$ cat src/sprite_pkg.sv
`default_nettype none

package sprite_pkg;

	localparam int POS_W = 9;

	// Hidden border left of and above the visible area
	localparam logic [POS_W-1:0] BORDER = 9'd32;
	localparam logic [POS_W-1:0] LINE_MAX = 9'd352;

	typedef enum logic [1:0] {
		SIZE_32  = 2'd0,
		SIZE_16  = 2'd1,
		SIZE_8   = 2'd2,
		SIZE_OFF = 2'd3
	} size_code_e;

	typedef struct packed {
		logic             enable;
		logic [1:0]       palette;
		size_code_e       size;
		logic             mirror;
		logic [POS_W-1:0] y;
		logic [6:0]       image;
		logic [POS_W-1:0] x;
	} sprite_attr_t;

	typedef struct packed {
		logic [POS_W-1:0] x;
		size_code_e       size;
		logic [4:0]       row;
		logic [6:0]       image;
		logic [1:0]       palette;
		logic             mirror;
	} sprite_job_t;

	// Blue in the high channel, red in the low one
	typedef struct packed {
		logic       alpha;
		logic [4:0] blue;
		logic [4:0] green;
		logic [4:0] red;
	} colour_t;

	typedef struct packed {
		logic             en;
		logic [POS_W-1:0] addr;
		colour_t          data;
	} lb_write_t;

	// Edge length in pixels or zero for a disabled size
	function automatic logic [POS_W-1:0] side_of(size_code_e size);
		case (size)
			SIZE_32: return POS_W'(32);
			SIZE_16: return POS_W'(16);
			SIZE_8:  return POS_W'(8);
			default: return '0;
		endcase
	endfunction

endpackage

`default_nettype wire

$ cat src/sprite_table_scanner.sv
`default_nettype none

module sprite_table_scanner #(
	parameter int SPRITE_COUNT = 32
) (
	input  wire                               clk,
	input  wire                               reset,
	input  wire                               line_start,
	input  wire  [sprite_pkg::POS_W-1:0]      vcnt,
	input  wire                               clearing,
	output logic [6:0]                        spr_ram_addr,
	input  wire  [7:0]                        spr_ram_data,
	output sprite_pkg::sprite_job_t           job,
	output logic                              job_req,
	input  wire                               job_ack,
	output logic                              busy
);

	localparam int IDX_W = $clog2(SPRITE_COUNT);
	localparam int PW = sprite_pkg::POS_W;

	typedef enum logic [2:0] {S_IDLE, S_CLEAR, S_READ, S_REQ, S_RELEASE} state_e;

	state_e                   state;
	logic [IDX_W-1:0]         idx;
	logic [2:0]               phase;
	logic                     clearing_q;
	logic [PW-1:0]            active_y;
	logic [PW-1:0]            dy;
	logic [PW-1:0]            side;
	sprite_pkg::sprite_attr_t attr;
	logic                     visible;
	logic [4:0]               row;
	logic                     last_rec;
	logic                     advance;

	// Byte within the record follows the low phase bits
	assign spr_ram_addr = 7'({idx, phase[1:0]});
	assign busy = (state != S_IDLE);

	assign side = sprite_pkg::side_of(attr.size);
	assign dy = active_y - attr.y;
	assign last_rec = (idx == IDX_W'(SPRITE_COUNT - 1));
	assign advance = (state == S_READ && phase == 3'd7 && !visible) ||
		(state == S_RELEASE && !job_ack);

	always_ff @(posedge clk)
	begin
		if (reset)
		begin
			state <= S_IDLE;
			idx <= '0;
			phase <= '0;
			clearing_q <= 1'b0;
			visible <= 1'b0;
			job_req <= 1'b0;
		end
		else
		begin
			clearing_q <= clearing;
			case (state)
				S_IDLE:
				begin
					if (line_start)
					begin
						active_y <= vcnt + sprite_pkg::BORDER + 9'd1;
						state <= S_CLEAR;
					end
				end
				S_CLEAR:
				begin
					// Start the table once the sweep has finished
					if (clearing_q && !clearing)
					begin
						idx <= '0;
						phase <= '0;
						state <= S_READ;
					end
				end
				S_READ:
				begin
					phase <= phase + 3'd1;
					case (phase)
						3'd1:
						begin
							attr.enable <= spr_ram_data[7];
							attr.palette <= spr_ram_data[5:4];
							attr.size <= sprite_pkg::size_code_e'(spr_ram_data[3:2]);
							attr.mirror <= spr_ram_data[1];
							attr.y[8] <= spr_ram_data[0];
						end
						3'd2: attr.y[7:0] <= spr_ram_data;
						3'd3:
						begin
							attr.image <= spr_ram_data[7:1];
							attr.x[8] <= spr_ram_data[0];
						end
						3'd4: attr.x[7:0] <= spr_ram_data;
						3'd5:
						begin
							visible <= attr.enable && attr.size != sprite_pkg::SIZE_OFF &&
								active_y >= attr.y && dy < side;
							row <= dy[4:0];
						end
						3'd6:
						begin
							job.x <= attr.x;
							job.size <= attr.size;
							job.row <= row;
							job.image <= attr.image;
							job.palette <= attr.palette;
							job.mirror <= attr.mirror;
						end
						3'd7:
						begin
							if (visible)
							begin
								job_req <= 1'b1;
								state <= S_REQ;
							end
						end
						default: ;
					endcase
				end
				S_REQ:
				begin
					if (job_ack)
					begin
						job_req <= 1'b0;
						state <= S_RELEASE;
					end
				end
				// S_RELEASE leaves through the advance logic below
				default: ;
			endcase

			if (advance)
			begin
				if (last_rec)
					state <= S_IDLE;
				else
				begin
					idx <= idx + 1'b1;
					phase <= '0;
					state <= S_READ;
				end
			end
		end
	end

	// The fetcher relies on a steady job for the whole row
	job_stable: assert property (@(posedge clk) disable iff (reset)
		job_req |=> !job_req || $stable(job));

endmodule

`default_nettype wire

$ cat config.mk
export PLATFORM = sky130hd
export DESIGN_NAME = sprite_table_scanner
export DESIGN_NICKNAME = d
export VERILOG_FILES = /design/src/sprite_pkg.sv /design/src/sprite_table_scanner.sv
export SDC_FILE = /design/constraint.sdc
export NUM_CORES = 1
export LEC_CHECK = 0
export ABC_AREA = 1
export ABC_CLOCK_PERIOD_IN_PS = 8200
export BUFFER_PORTS_ARGS = -buffer_cell sky130_fd_sc_hd__buf_2
export CORE_MARGIN = 8
export CORE_UTILIZATION = 47
export CTS_CLUSTER_SIZE = 20
export DETAILED_ROUTE_END_ITERATION = 6
export PLACE_DENSITY = 0.68
export SLEW_MARGIN = 5
export SYNTH_ARGS = -nofsm -noshare
export SYNTH_HDL_FRONTEND = slang
export SYNTH_SLANG_ARGS = --single-unit
export TNS_END_PERCENT = 50
$ cat constraint.sdc
create_clock -name clk -period 8.2 [get_ports clk]
set_input_delay 0.82 -clock clk [delete_from_list [all_inputs] [get_ports clk]]
set_output_delay 0.82 -clock clk [all_outputs]
set_load 0.01 [all_outputs]
Yosys cells after proc, flatten, opt, wreduce, memory -nomap -nowiden
Cells that the tools add are included.
Storage, ports and cells
  register bits: 85
  bits of input ports: 22
  output and inout bits: 35
  word-level logic and storage cells: 101
Cells by class
  add/subtract/negate cells: 5
  $lt $le $gt $ge: 2
  equal/unequal tests: 23
  mux-type cells: 21
  bitwise logic cells: 1
  reduce and logical (&&, ||, !) cells: 26
Operators by type and width (number)
  $mux 3: 9
  $reduce_and 3->1: 7
  $mux 5: 4
  $pmux 6 s3: 1
  $eq 3x3->1 const B: 5
  $eq 3x2->1 const B: 4
  $ne 3x3->1 const B: 4
  $pmux 3 s4: 1
  $add 9x1->9 const B: 1
  $add 9x6->9 const B: 1
  $ge 9x9->1: 1
  $lt 9x9->1: 1
  $sub 9x9->9: 1
  $logic_and 1x1->1: 7
  $eq 3x1->1 const B: 2
  $ne 2x2->1 const B: 3
  $pmux 3 s2: 1
  $reduce_and 6->1: 1
  $add 5x1->5 const B: 1
  $eq 5x5->1 const B: 1
  $reduce_bool 5->1: 1
  $reduce_and 4->1: 1
  $add 3x1->3 const B: 1
  $logic_not 1->1: 3
  14 further kinds: 16

Logic depth before layout (Yosys ltp)
  depth after elaboration: 6
  gate-level depth with buffers: 15
  mapped depth without buffers: 15

Worst setup path after synthesis
OpenSTA, ideal clock, no wires.
  kind: in2reg
  from: in reset
  to: reg job[0] (netlist bit) (enable)
  setup time: 442 ps
  data arrival time: 3101 ps
  required time: 7758 ps
  setup slack: 4657 ps
  stages on the path: 4
  path buffers: 1
  path through: clkbuf_1 inv_1 nand2_1 nor3_1
On the way
  cells in the longest elaborated chain, start to end: 2
Ends and longest elaborated chain
  start, declared: RTL line sprite_table_scanner.sv:7  | input wire reset,
  $not 1->1 (no source line)
  $reduce_and 3->1 (no source line)
  end, declared: RTL line sprite_table_scanner.sv:13  | output sprite_pkg::sprite_job_t job,
No other way between the ends.
A chain may end at the register's enable or synchronous reset.

Final worst setup path
  from: reg active_y[2]
  to: reg visible
On the way
  cells in the longest elaborated chain, start to end: 3
  elaborated cells between the ends (all ways): 5
  classes of those cells: 1 x add/sub; 2 x order compare; 2 x reduce/logical
Ends and longest elaborated chain
  start, declared: RTL line sprite_table_scanner.sv:28  | logic [PW-1:0] active_y;
  start signal, assigned: RTL line sprite_table_scanner.sv:66  | active_y <= vcnt + sprite_pkg::BORDER + 9'd1;
  $sub 9x9->9 or $ge 9x9->1 (tied branches): RTL line sprite_table_scanner.sv:42, sprite_table_scanner.sv:102
  $lt 9x9->1 or $logic_and 1x1->1 (tied branches): RTL line sprite_table_scanner.sv:102, sprite_table_scanner.sv:101
  $logic_and 1x1->1 (*): RTL line sprite_table_scanner.sv:102  | active_y >= attr.y && dy < side;
  end signal, assigned: RTL line sprite_table_scanner.sv:101  | visible <= attr.enable && attr.size != sprite_pkg::SIZE_OFF &&
  end, declared: RTL line sprite_table_scanner.sv:32  | logic visible;
Every way passes the cells marked *; elsewhere a longest branch is shown, timed or not.

==> results.cfg <==
[floorplanning]
die_h_um = 105
io_pins = 57
fp.dieW_um = 105
core_um2 = 7690
num_rows = 32
start_util = 0.483
dieArea_um2 = 11000

[route]
drtIter0Drc = 123
drt-vias-per-instance = 4.88
drc = 0
firstDrtPassIters = 4
post_drt_wl_per_cell_um = 13.2
dr_total_vias = 2438
routed_wl_um = 6580
drt-met1-wl_um = 2920
top_layer = met4
postRouteAntennaNets = 0
met3_length_um = 479
dr_wl_met2_um = 3070

[power]
power_leakage_nw = 1.81
power_density_nw_per_um2 = 221
vdd_drop_max_mv = 0.131

[final_layout]
multi_input_area_um2 = 1080
nFillCells = 687
layout-drive-gt1-share = 0.221
n_antenna_cell = 0
area_growth_pct = 16.3
regArea_um2 = 2410
final_common_cell = edfxtp_1
fin_nets = 436
final_cell_mix = 71 x edfxtp_1, 60 x nand2_1, 56 x buf_2

[worst_setup_path]
path_class = register to register
worstPathMaxFanout = 6
startpoint_type = register
worstPathArrival_ns = 2.56
endpoint_kind = register
required_ns = 8.49

[logic_synthesis]
synthCells = 328
synth_nets = 371
ys_types = 30
synth_area_um2 = 3710
ys_seq_area_frac = 0.650
ys_seq_elements = 85
ys.warnings.count = 0
synth.area.top_cells = edfxtp_1 57%, dfxtp_1 7.6%, ha_1 6.7%
synth_top_area_share = 0.575
avgSynthCellArea_um2 = 11.3
synth.largest_area_cell = edfxtp_1

[sta]
slew_headroom = 0.299
setup_slack_ns = 5.93
setup-tns-final_ns = 0
period_share = 0.277
skew_ns = 0.0129
rsz0062_at_grt = false
fmax_ghz = 0.440
period_minus_slack_ns = 2.27
finalSetupViolCount = 0
tightest_slew_ns = 1.04
slew_violations = 0
hold_viol_final = 0

[clock_network]
path_clk_slew_ns = 0.08
ctsResizeCount = 0
cts_buffer_depth = 2
cts_buffers = 9
cts_tree = yes
htree_num_levels = 3
cts-root-buf = clkbuf_8
hold_buffers = 0
cts_setup_buffers = 0
cts.sinks = 85
clkLatencyLatePin_ns = 0.36

[place]
pre_cts_ws_ns = 5.67
dpl.hpwl_um = 5030
port_buffers = 56
gp_congestion = 0.807

[global_routing]
grt_pass1_vias = 2464
antenna_found_initial = 0
track_usage = 0.126
grt_max_degree = 27
overflow = 0
grt_pass1_wl_um = 11200

[run_status]
outcome = finished, final reports clean

[run]
maxCapViolCount = 0

[worst_hold_path]
holdCritPathClass = register to register
[cell type report]
| cell class | instances | area share |
|---|---|---|
| Clock buffer | 9 | 0.0287 |
| Clock inverter | 7 | 0.0186 |
| Inverter | 53 | 0.0464 |
| Multi-Input combinational cell | 187 | 0.251 |
| Sequential cell | 85 | 0.559 |
| Tap cell | 102 | 0.0296 |
| Timing Repair Buffer | 57 | 0.0667 |
[state kept, by name (all words and copies together) (netlist names)]
register	flops
idx	5
phase	3
job	26
clearing_q	1
row	5
state	3
visible	1
active_y	9
job_req	1
attr	31
[cell families (layout without fill, tap and decap cells)]
group | Yosys count | in the layout | share of synthesized area
xor gates and xnor gates | 10 | 10 | 0.0236
adders and majority gates | 21 | 21 | 0.0729
DFF | 85 | 85 | 0.650
AOI/OAI and AO/OA | 27 | 27 | 0.0408
buffers and inverters | 56 | 126 | 0.0590
and+or+nand+nor | 129 | 129 | 0.153
[synthesized netlist by cell type]
library cell	n
o22ai_1	1
o21ai_1	1
o21ai_2	1
nand3b_1	2
a21oi_2	2
a22oi_1	1
nor3_1	4
dfxtp_1	14
clkbuf_1	1
o21ai_0	7
nor2_1	25
a21oi_1	13
a31oi_1	1
nand3_2	1
inv_1	51
inv_2	1
nor2_4	1
nand4_1	2
nor3b_1	1
nand2_1	60
xnor2_1	4
or2_2	4
fa_1	1
edfxtp_1	71
xor2_1	6
buf_4	2
nand2_2	3
nand3_1	26
clkinv_2	1
ha_1	20
[path summary, 6_finish.rpt]
check | start | endpoint | slack, ns | depth (start not counted)
worst min-delay path | row[2]$_DFFE_PP_ | job[12]$_DFFE_PP_ | 0.42 | 0
worst max register to register | active_y[2]$_DFFE_PP_ | visible$_SDFFE_PP0P_ | 5.93 | 12
worst max-delay path | active_y[2]$_DFFE_PP_ | visible$_SDFFE_PP0P_ | 5.93 | 12
worst min register to register | row[2]$_DFFE_PP_ | job[12]$_DFFE_PP_ | 0.42 | 0
[critical path, stage by stage (launching register included)]
cell,delay [ns]
edfxtp_1,0.39
ha_1,0.39
or2_2,0.34
nand3_1,0.11
nand2_1,0.07
xor2_1,0.14
ha_1,0.18
nand3b_1,0.15
nor2_1,0.10
nand2_1,0.06
nor2_1,0.10
nand3_1,0.08
a21oi_1,0.11
[stage by stage]
| step | util | cells | instance area [um2] | power [mW] | hold WS (ns) |
|---|---|---|---|---|---|
| 6_report | 0.561 | 500 | 4320 | 0.952 | 0.422 |
| 5_1_grt | 0.561 | 500 | 4320 | 1.00 | 0.431 |
| 4_1_cts | 0.561 | 500 | 4320 | 0.962 | 0.420 |
| 3_5_place_dp | 0.535 | 484 | 4110 | 0.663 | 0.405 |
| 3_3_place_gp | 0.535 | 484 | 4110 | 0.658 | 0.404 |
| 2_1_floorplan | - | 328 | 3710 | 0.621 | 0.400 |
[report_power, final]
group	internal [mW]	switching, mW
clock network	0.145	0.154
registers	0.485	0.0157
logic	0.0546	0.0983
[metal layers]
layer  global-route usage  vias up
met5                    0        -
met4               0.0581        0
met3               0.0467       11
met2                0.205       75
met1                0.145     1133
li1                     -     1219
No activity file was read; power rests on OpenSTA's default activity.
