--- src/sprite_pkg.sv ---
`default_nettype none

package sprite_pkg;

	localparam int POS_W = 9;

	// Hidden border left of and above the visible area
	localparam logic [POS_W-1:0] BORDER = 9'd32;
	localparam logic [POS_W-1:0] LINE_MAX = 9'd352;

	typedef enum logic [1:0] {
		SIZE_32  = 2'd0,
		SIZE_16  = 2'd1,
		SIZE_8   = 2'd2,
		SIZE_OFF = 2'd3
	} size_code_e;

	typedef struct packed {
		logic             enable;
		logic [1:0]       palette;
		size_code_e       size;
		logic             mirror;
		logic [POS_W-1:0] y;
		logic [6:0]       image;
		logic [POS_W-1:0] x;
	} sprite_attr_t;

	typedef struct packed {
		logic [POS_W-1:0] x;
		size_code_e       size;
		logic [4:0]       row;
		logic [6:0]       image;
		logic [1:0]       palette;
		logic             mirror;
	} sprite_job_t;

	// Blue in the high channel, red in the low one
	typedef struct packed {
		logic       alpha;
		logic [4:0] blue;
		logic [4:0] green;
		logic [4:0] red;
	} colour_t;

	typedef struct packed {
		logic             en;
		logic [POS_W-1:0] addr;
		colour_t          data;
	} lb_write_t;

	// Edge length in pixels or zero for a disabled size
	function automatic logic [POS_W-1:0] side_of(size_code_e size);
		case (size)
			SIZE_32: return POS_W'(32);
			SIZE_16: return POS_W'(16);
			SIZE_8:  return POS_W'(8);
			default: return '0;
		endcase
	endfunction

endpackage

`default_nettype wire

--- src/sprite_pixel_fetch.sv ---
`default_nettype none

module sprite_pixel_fetch #(
	parameter int          IMG_W   = 14,
	parameter int unsigned BASE_32 = 0,
	parameter int unsigned BASE_16 = 8192,
	parameter int unsigned BASE_8  = 12288
) (
	input  wire                          clk,
	input  wire                          reset,
	input  wire sprite_pkg::sprite_job_t job,
	input  wire                          job_req,
	output logic                         job_ack,
	output logic [IMG_W-1:0]             img_addr,
	input  wire  [7:0]                   img_data,
	output logic [6:0]                   pal_addr,
	input  wire sprite_pkg::colour_t     pal_data,
	output sprite_pkg::lb_write_t        lb_wr
);

	localparam int PW = sprite_pkg::POS_W;

	typedef enum logic [2:0] {F_IDLE, F_RUN, F_LAST, F_ACK, F_HOLD} state_e;

	state_e           state;
	logic             job_req_q;
	logic [1:0]       ph;
	logic [4:0]       n;
	logic             pend;
	logic [PW-1:0]    wr_x;
	logic [PW-1:0]    side;
	logic [PW-1:0]    last_px;
	logic [IMG_W-1:0] base;
	logic [IMG_W-1:0] img_off;
	logic [IMG_W-1:0] row_off;
	logic [IMG_W-1:0] start_addr;
	logic             pix_wr;

	assign side = sprite_pkg::side_of(job.size);
	assign last_px = side - 1'b1;

	// Row start in the image ROM
	always_comb
	begin
		case (job.size)
			sprite_pkg::SIZE_32:
			begin
				base = IMG_W'(BASE_32);
				img_off = IMG_W'({job.image, 10'd0});
				row_off = IMG_W'({job.row, 5'd0});
			end
			sprite_pkg::SIZE_16:
			begin
				base = IMG_W'(BASE_16);
				img_off = IMG_W'({job.image, 8'd0});
				row_off = IMG_W'({job.row, 4'd0});
			end
			default:
			begin
				base = IMG_W'(BASE_8);
				img_off = IMG_W'({job.image, 6'd0});
				row_off = IMG_W'({job.row, 3'd0});
			end
		endcase
		start_addr = base + img_off + row_off;
		if (job.mirror)
			start_addr = start_addr + IMG_W'(last_px);
	end

	// Palette data of the previous pixel is valid here
	assign pix_wr = (state == F_RUN && ph == 2'd0 && pend) || state == F_LAST;

	always_ff @(posedge clk)
	begin
		if (reset)
		begin
			state <= F_IDLE;
			job_req_q <= 1'b0;
			job_ack <= 1'b0;
			lb_wr.en <= 1'b0;
			ph <= '0;
			n <= '0;
			pend <= 1'b0;
		end
		else
		begin
			job_req_q <= job_req;
			lb_wr.en <= pix_wr && pal_data.alpha;
			lb_wr.addr <= wr_x;
			lb_wr.data <= pal_data;
			case (state)
				F_IDLE:
				begin
					if (job_req && !job_req_q)
					begin
						img_addr <= start_addr;
						n <= '0;
						ph <= '0;
						pend <= 1'b0;
						state <= F_RUN;
					end
				end
				F_RUN:
				begin
					case (ph)
						2'd0: ph <= 2'd1;
						2'd1:
						begin
							pal_addr <= {job.palette, img_data[4:0]};
							wr_x <= job.x + PW'(n);
							pend <= 1'b1;
							img_addr <= job.mirror ? img_addr - 1'b1 : img_addr + 1'b1;
							ph <= 2'd2;
						end
						default:
						begin
							ph <= 2'd0;
							if (n == last_px[4:0])
								state <= F_LAST;
							else
								n <= n + 5'd1;
						end
					endcase
				end
				F_LAST: state <= F_ACK;
				F_ACK:
				begin
					job_ack <= 1'b1;
					state <= F_HOLD;
				end
				default:
				begin
					if (!job_req)
					begin
						job_ack <= 1'b0;
						state <= F_IDLE;
					end
				end
			endcase
		end
	end

	ack_needs_req: assert property (@(posedge clk) disable iff (reset)
		$rose(job_ack) |-> job_req);

endmodule

`default_nettype wire

--- config.mk ---
export PLATFORM = sky130hd
export DESIGN_NAME = sprite_pixel_fetch
export DESIGN_NICKNAME = d
export VERILOG_FILES = /design/src/sprite_pkg.sv /design/src/sprite_pixel_fetch.sv
export SDC_FILE = /design/constraint.sdc
export NUM_CORES = 1
export LEC_CHECK = 0
export BUFFER_PORTS_ARGS = -buffer_cell sky130_fd_sc_hd__buf_2
export CAP_MARGIN = 5
export CORE_MARGIN = 2
export CORE_UTILIZATION = 54
export CTS_CLUSTER_SIZE = 14
export DETAILED_ROUTE_END_ITERATION = 12
export PLACE_DENSITY = 0.77
export SYNTH_ARGS = -nofsm -noshare
export SYNTH_HDL_FRONTEND = slang
export SYNTH_SLANG_ARGS = --single-unit
--- constraint.sdc ---
create_clock -name clk -period 3.7 [get_ports clk]
set_input_delay 0.185 -clock clk [delete_from_list [all_inputs] [get_ports clk]]
set_output_delay 0.185 -clock clk [all_outputs]
set_load 0.005 [all_outputs]
======== After elaboration in Yosys (flattened, before gate mapping) ========
Index checks and enable logic that the tools add are counted.
operators by class
  bitwise logic cells ..................... 2
  eq/ne operators ......................... 14
  reductions and logical operators ........ 19
  $add $sub $neg .......................... 8
  muxes and demuxes ....................... 26
operators by type and width
  operator                                                                 number
  14-bit case mux with 2 select lines                                      3
  14-bit 2-to-1 mux                                                        4
  14-bit adder                                                             2
  10-bit case mux with 2 select lines                                      1
  6-bit case mux with 3 select lines                                       1
  5-bit 2-to-1 mux                                                         3
  14-bit by 1-bit adder with 14-bit output, second input constant          1
  14-bit by 9-bit adder with 14-bit output                                 1
  14-bit by 1-bit subtractor with 14-bit output, second input constant     1
  3-bit 2-to-1 mux                                                         4
  3-bit case mux with 4 select lines                                       1
  4-bit AND reduction                                                      3
  5-bit case mux with 2 select lines                                       1
  9-bit by 5-bit adder with 9-bit output                                   1
  9-bit by 1-bit subtractor with 9-bit output, second input constant       1
  2-bit case mux with 2 select lines                                       2
  3-bit by 2-bit equality test with 1-bit output, second input constant    2
  2-bit by 1-bit inequality test with 1-bit output, second input constant  3
  2-bit inequality test, second input constant                             3
  3-bit AND reduction                                                      2
  5-bit by 1-bit adder with 5-bit output, second input constant            1
  5-bit equality test                                                      1
  5-bit by 1-bit inequality test with 1-bit output, second input constant  1
  2-bit by 1-bit equality test with 1-bit output, second input constant    2
  15 further kinds                                                         24
word-level totals
  output and inout port bits .............. 48
  logic and storage cells ................. 84
  register bits after elaboration ......... 69
  bits of input ports ..................... 53

======== Logic depth before layout (Yosys ltp) ========
  depth in word-level cells ............... 8
  depth in mapped cells ................... 15
  mapped depth without buffers ............ 15

======== Worst setup path before layout ========
Ideal clock, no wire load.
  path kind ............................... in2reg
  start ................................... in job[16] (netlist bit)
  end ..................................... reg img_addr[11] (data pin)
  arrival ................................. 2850 ps
  data required time ...................... 3430 ps
  buffers on the path ..................... 1
  setup slack ............................. 580 ps
  cell stages on the path ................. 15
  library setup time ...................... 270 ps
  cells stage by stage .................... inv_1 > ha_1 > buf_4 > a22oi_1 > nand2_1 > ha_1 > fa_1 > ha_1 > o21ai_0 > nor2_1 > o21a_1 > o211ai_1 > mux2i_1 > xor2_1 > a21oi_1
between the ends
  cells in the longest elaborated chain, start to end .. 8
  elaborated cells on any way between the ends .. 13
  those cells by class .................... add/sub: 4; eq/ne: 2; mux: 6; reduce/logical: 1
ends and longest elaborated chain
  item                                                                               RTL line                                    text
  start, declared                                                                    sprite_pixel_fetch.sv:11                    input wire sprite_pkg::sprite_job_t job,
  2-bit by 1-bit equality test with 1-bit output or 2-bit zero test (tied branches)  sprite_pkg.sv:53, sprite_pixel_fetch.sv:45
  14-bit case mux with 2 select lines                                                sprite_pixel_fetch.sv:45                    case (job.size)
  14-bit adder (2 in a row)                                                          sprite_pixel_fetch.sv:65                    start_addr = base + img_off + row_off;
  14-bit by 9-bit adder with 14-bit output                                           sprite_pixel_fetch.sv:67                    start_addr = start_addr + IMG_W'(last_px);
  14-bit 2-to-1 mux *                                                                sprite_pixel_fetch.sv:66                    if (job.mirror)
  14-bit 2-to-1 mux *                                                                sprite_pixel_fetch.sv:94                    if (job_req && !job_req_q)
  14-bit case mux with 2 select lines *                                              sprite_pixel_fetch.sv:91                    case (state)
  end signal, assigned                                                               sprite_pixel_fetch.sv:96                    img_addr <= start_addr;
  end signal, assigned                                                               sprite_pixel_fetch.sv:112                   img_addr <= job.mirror ? img_addr - 1'b1 : img_addr + 1'b1;
  end, declared                                                                      sprite_pixel_fetch.sv:14                    output logic [IMG_W-1:0] img_addr,
Every way passes the cells marked *; elsewhere a longest branch is shown, timed or not. The select of a mux whose other input is x is not followed.
A chain may end at the register's enable or synchronous reset.

======== Worst setup path after layout ========
Ends and elaborated chain as after synthesis.

==> metrics.sh <==
RUN_STATUS='complete, no violations'
SYNTH_TOP_FLOP_CELL='edfxtp_1'
END_KIND='flop'
CTSLONGESTPATHBUFFERS=2
WORST_SLEW_MARGIN_REL=0.321
GRT_PASS1_WL_UM=14300
ITER_0_DRT_VIOLATIONS=139
CRIT_PATH_START_KIND='input port'
VIAS=3221
IR_WORST_VDD_uV=252
DIE_WIDTH_UM=91.5
FINALCRITICALPERIOD_NS=3.16
IOS=101
FP.COREAREA_UM2=7330
CTS_TREE='done'
DETAIL_ROUTE.DRC_VIOLATIONS=0
POSTSYNTHCELLCOUNT=371
SYNTH_AREA_LEADER_CELL='edfxtp_1'
AVGVIACOUNTPERCELL=5.37
FIN_WORST_SKEW_NS=0.0113
MIN_PERIOD_OVER_PERIOD=0.854
NUMBER_OF_FILLER_INSTANCES_IN_THE_FINAL_LAYOUT=570
DETAIL-ROUTE-ANTENNA-NETS=0
FLOORPLAN.DIE_AREA_UM2=8370
SETUP_VIOLATIONS=0
CLK-INSERTION-DELAY-LATE_NS=0.34
YS_WARN_COUNT=0
NETLIST_AREA_UM2=4130
FINAL_UTIL=0.698
BUFFER_PORTS.INSERTED=97
ROUTED_WL_UM=8650
SYNTH.MOST_COMMON_CELL='edfxtp_1'
INITIAL_CORE_UTIL=0.564
CTS-RESIZED-GATES=0
WORST-SLEW-PIN-TRANSITION_NS=1.02
CTS_MAX_LEVEL=3
PATH_CLK_SLEW_NS=0.08
MAXIMUM_NUMBER_OF_PINS_ON_ONE_NET_BEFORE_GLOBAL_ROUTE_REPAIR=30
FINALSETUPTNS_NS=0
SYNTH_LARGEST_TYPE_AREA_FRACTION=0.400
GRT_PASS1_VIAS=3100
NUMBER_OF_ANTENNA_REPAIR_DIODES=0
NUMBER_OF_ANTENNA_VIOLATIONS_AT_THE_FIRST_CHECK_IN_GLOBAL_ROUTING=0
HPWLAFTERDP_UM=6020
DRT_PASS1_ITERATIONS=7
DIE-HEIGHT_UM=91.5
ROUTABILITYCONGESTION=0.791
CORE.ROWCOUNT=31
POWER.TOTAL_mW=2.06
STATIC-LEAKAGE-POWER_nW=2.23
YOSYS-TOP-CELLS-AREA='edfxtp_1 40%, ha_1 10%, dfxtp_1 6.8%, xnor2_1 4.9%, nor2_1 3.3%'
SYNTH_EDF_COUNT=55
ROUTEDWLPERCELL_UM=14.4
MAX-CAP-VIOLATIONS=0
DRV_SLEW=0
CRITICAL_PATH_CLASS='in2reg'
SYNTH_AREA_PER_CELL_UM2=11.1
CTS_MADE_BUFFERS=9
FRACTION_OF_FINAL_LAYOUT_CELLS_WITH_DRIVE_STRENGTH_GREATER_THAN_1=0.263
CRITPATHMAXFANOUT=8
FIN_WS_NS=0.540
ACHIEVABLE_FREQUENCY_GHz=0.316
CP.REQUIRED_NS=3.77
FINAL-HOLD-VIOLATION-COUNT=0
SYNTHTOLAYOUTAREAGROWTH_PCT=23.7
TOTAL_CLOCK_SINKS=69
GLOBAL_ROUTE.OVERFLOW_TOTAL=0
CELLPOWERDENSITY_nW_PER_UM2=403
DETAILEDPLACE.WORSTSLACK_NS=0.213
GRT_SETUP_UNREPAIRED='false'
HOLD_PATH_CLASS='in2reg'
SYNTH_ASYNC_SR_FLOP_SHARE=0
YOSYSUNIQUECELLTYPES=60
SYNTH_SEQ_AREA_SHARE=0.467
MAPPEDNETLISTNETS=462
SYNTH.CELLS.MOST_FREQUENT='55 x edfxtp_1, 36 x nor2_1, 34 x ha_1, 30 x nand2_1, 23 x xnor2_1'
TRACK_USAGE=0.214
LAYOUT.NETS=587
YS_SEQ_ELEMENTS=69
CLK_ROOT_BUFFER_CELL='clkbuf_8'
WORSTPATHARRIVAL_NS=3.23
final timing paths:
kind                from            to  slack, ns  depth (start not counted)
max              job[16]  img_addr[11]       0.54                         16
min reg2reg      wr_x[0]     lb_wr[16]       0.43                          0
min               job[1]   pal_addr[5]       0.02                          1
max reg2reg  img_addr[1]  img_addr[13]       1.28                          8
per-stage QoR:
step                hold slack [ns]  std cells  area (µm²)
detailed placement            0.363        565        4730
CTS                        0.000276        600        5110
global placement              0.361        565        4730
floorplan                     0.257        371        4130
finish                       0.0174        600        5110
global route               0.000896        600        5110
worst max-delay path, stage by stage:
cell      delay (ns)
buf_2           0.14
inv_1           0.10
ha_1            0.30
nor2_4          0.08
a22oi_1         0.17
nand2_1         0.08
ha_1            0.21
fa_1            0.46
ha_1            0.34
o21ai_0         0.12
nor2_1          0.07
o21a_1          0.19
o211ai_1        0.26
mux2i_1         0.25
xor2_1          0.18
a21oi_1         0.09
area by class of cell:
| cell class | count | area, µm² | area share |
|---|---|---|---|
| Multi-Input combinational cell | 279 | 2080 | 0.407 |
| Sequential cell | 69 | 1930 | 0.378 |
| Timing Repair Buffer | 122 | 721 | 0.141 |
| Clock buffer | 10 | 128 | 0.0250 |
| Tap cell | 99 | 124 | 0.0242 |
| Clock inverter | 6 | 71.3 | 0.0139 |
| Inverter | 15 | 56.3 | 0.0110 |
cell usage in the layout, fill, tap and decap left out, types with 7 or more instances in the layout:
cell type      count
nand2_1           30
buf_2             97
nor2_1            36
xor2_1            13
edfxtp_1          55
a21o_1            11
o21ai_0           10
o21a_1             7
inv_1             14
a21oi_1           20
clkbuf_8           9
ha_1              34
dlygate4sd3_1     19
dfxtp_1           14
xnor2_1           23
mux2i_1            7
layer usage:
metal  global-route usage  up-vias  part of all wire
li1                     -     1617                 -
met4               0.0606        0            0.0090
met2                0.352       96              0.49
met3               0.0598       10             0.056
met5                    0        -                 0
met1                0.277     1498              0.45
logic make-up after synthesis:
| logic type | synth area share |
|---|---|
| XOR/XNOR | 0.0763 |
| adder cells (fa/ha/maj) | 0.122 |
| flip-flops | 0.467 |
| multiplexers | 0.0197 |
| AND/OR/NAND/NOR | 0.108 |
| AO/OA/AOI/OAI | 0.178 |
| buffers and inverters | 0.0287 |
flip-flops by register name (all words and copies together) (netlist names):
signal	flops
n	5
state	3
pal_addr	7
pend	1
job_req_q	1
job_ack	1
wr_x	9
img_addr	14
ph	2
lb_wr	26
timing repair:
| item | CTS | global route |
|---|---|---|
| hold buffers | 19 | 0 |
| endpoints found under the hold margin | 19 | 0 |
| setup buffers | 0 | 0 |
power breakdown:
part           internal [mW]  total [mW]  switching, mW
logic                  0.241       0.519          0.279
clock network          0.316       0.626          0.310
registers              0.893       0.916         0.0226
total                   1.45        2.06          0.612
No activity file was read; power rests on OpenSTA's default activity.
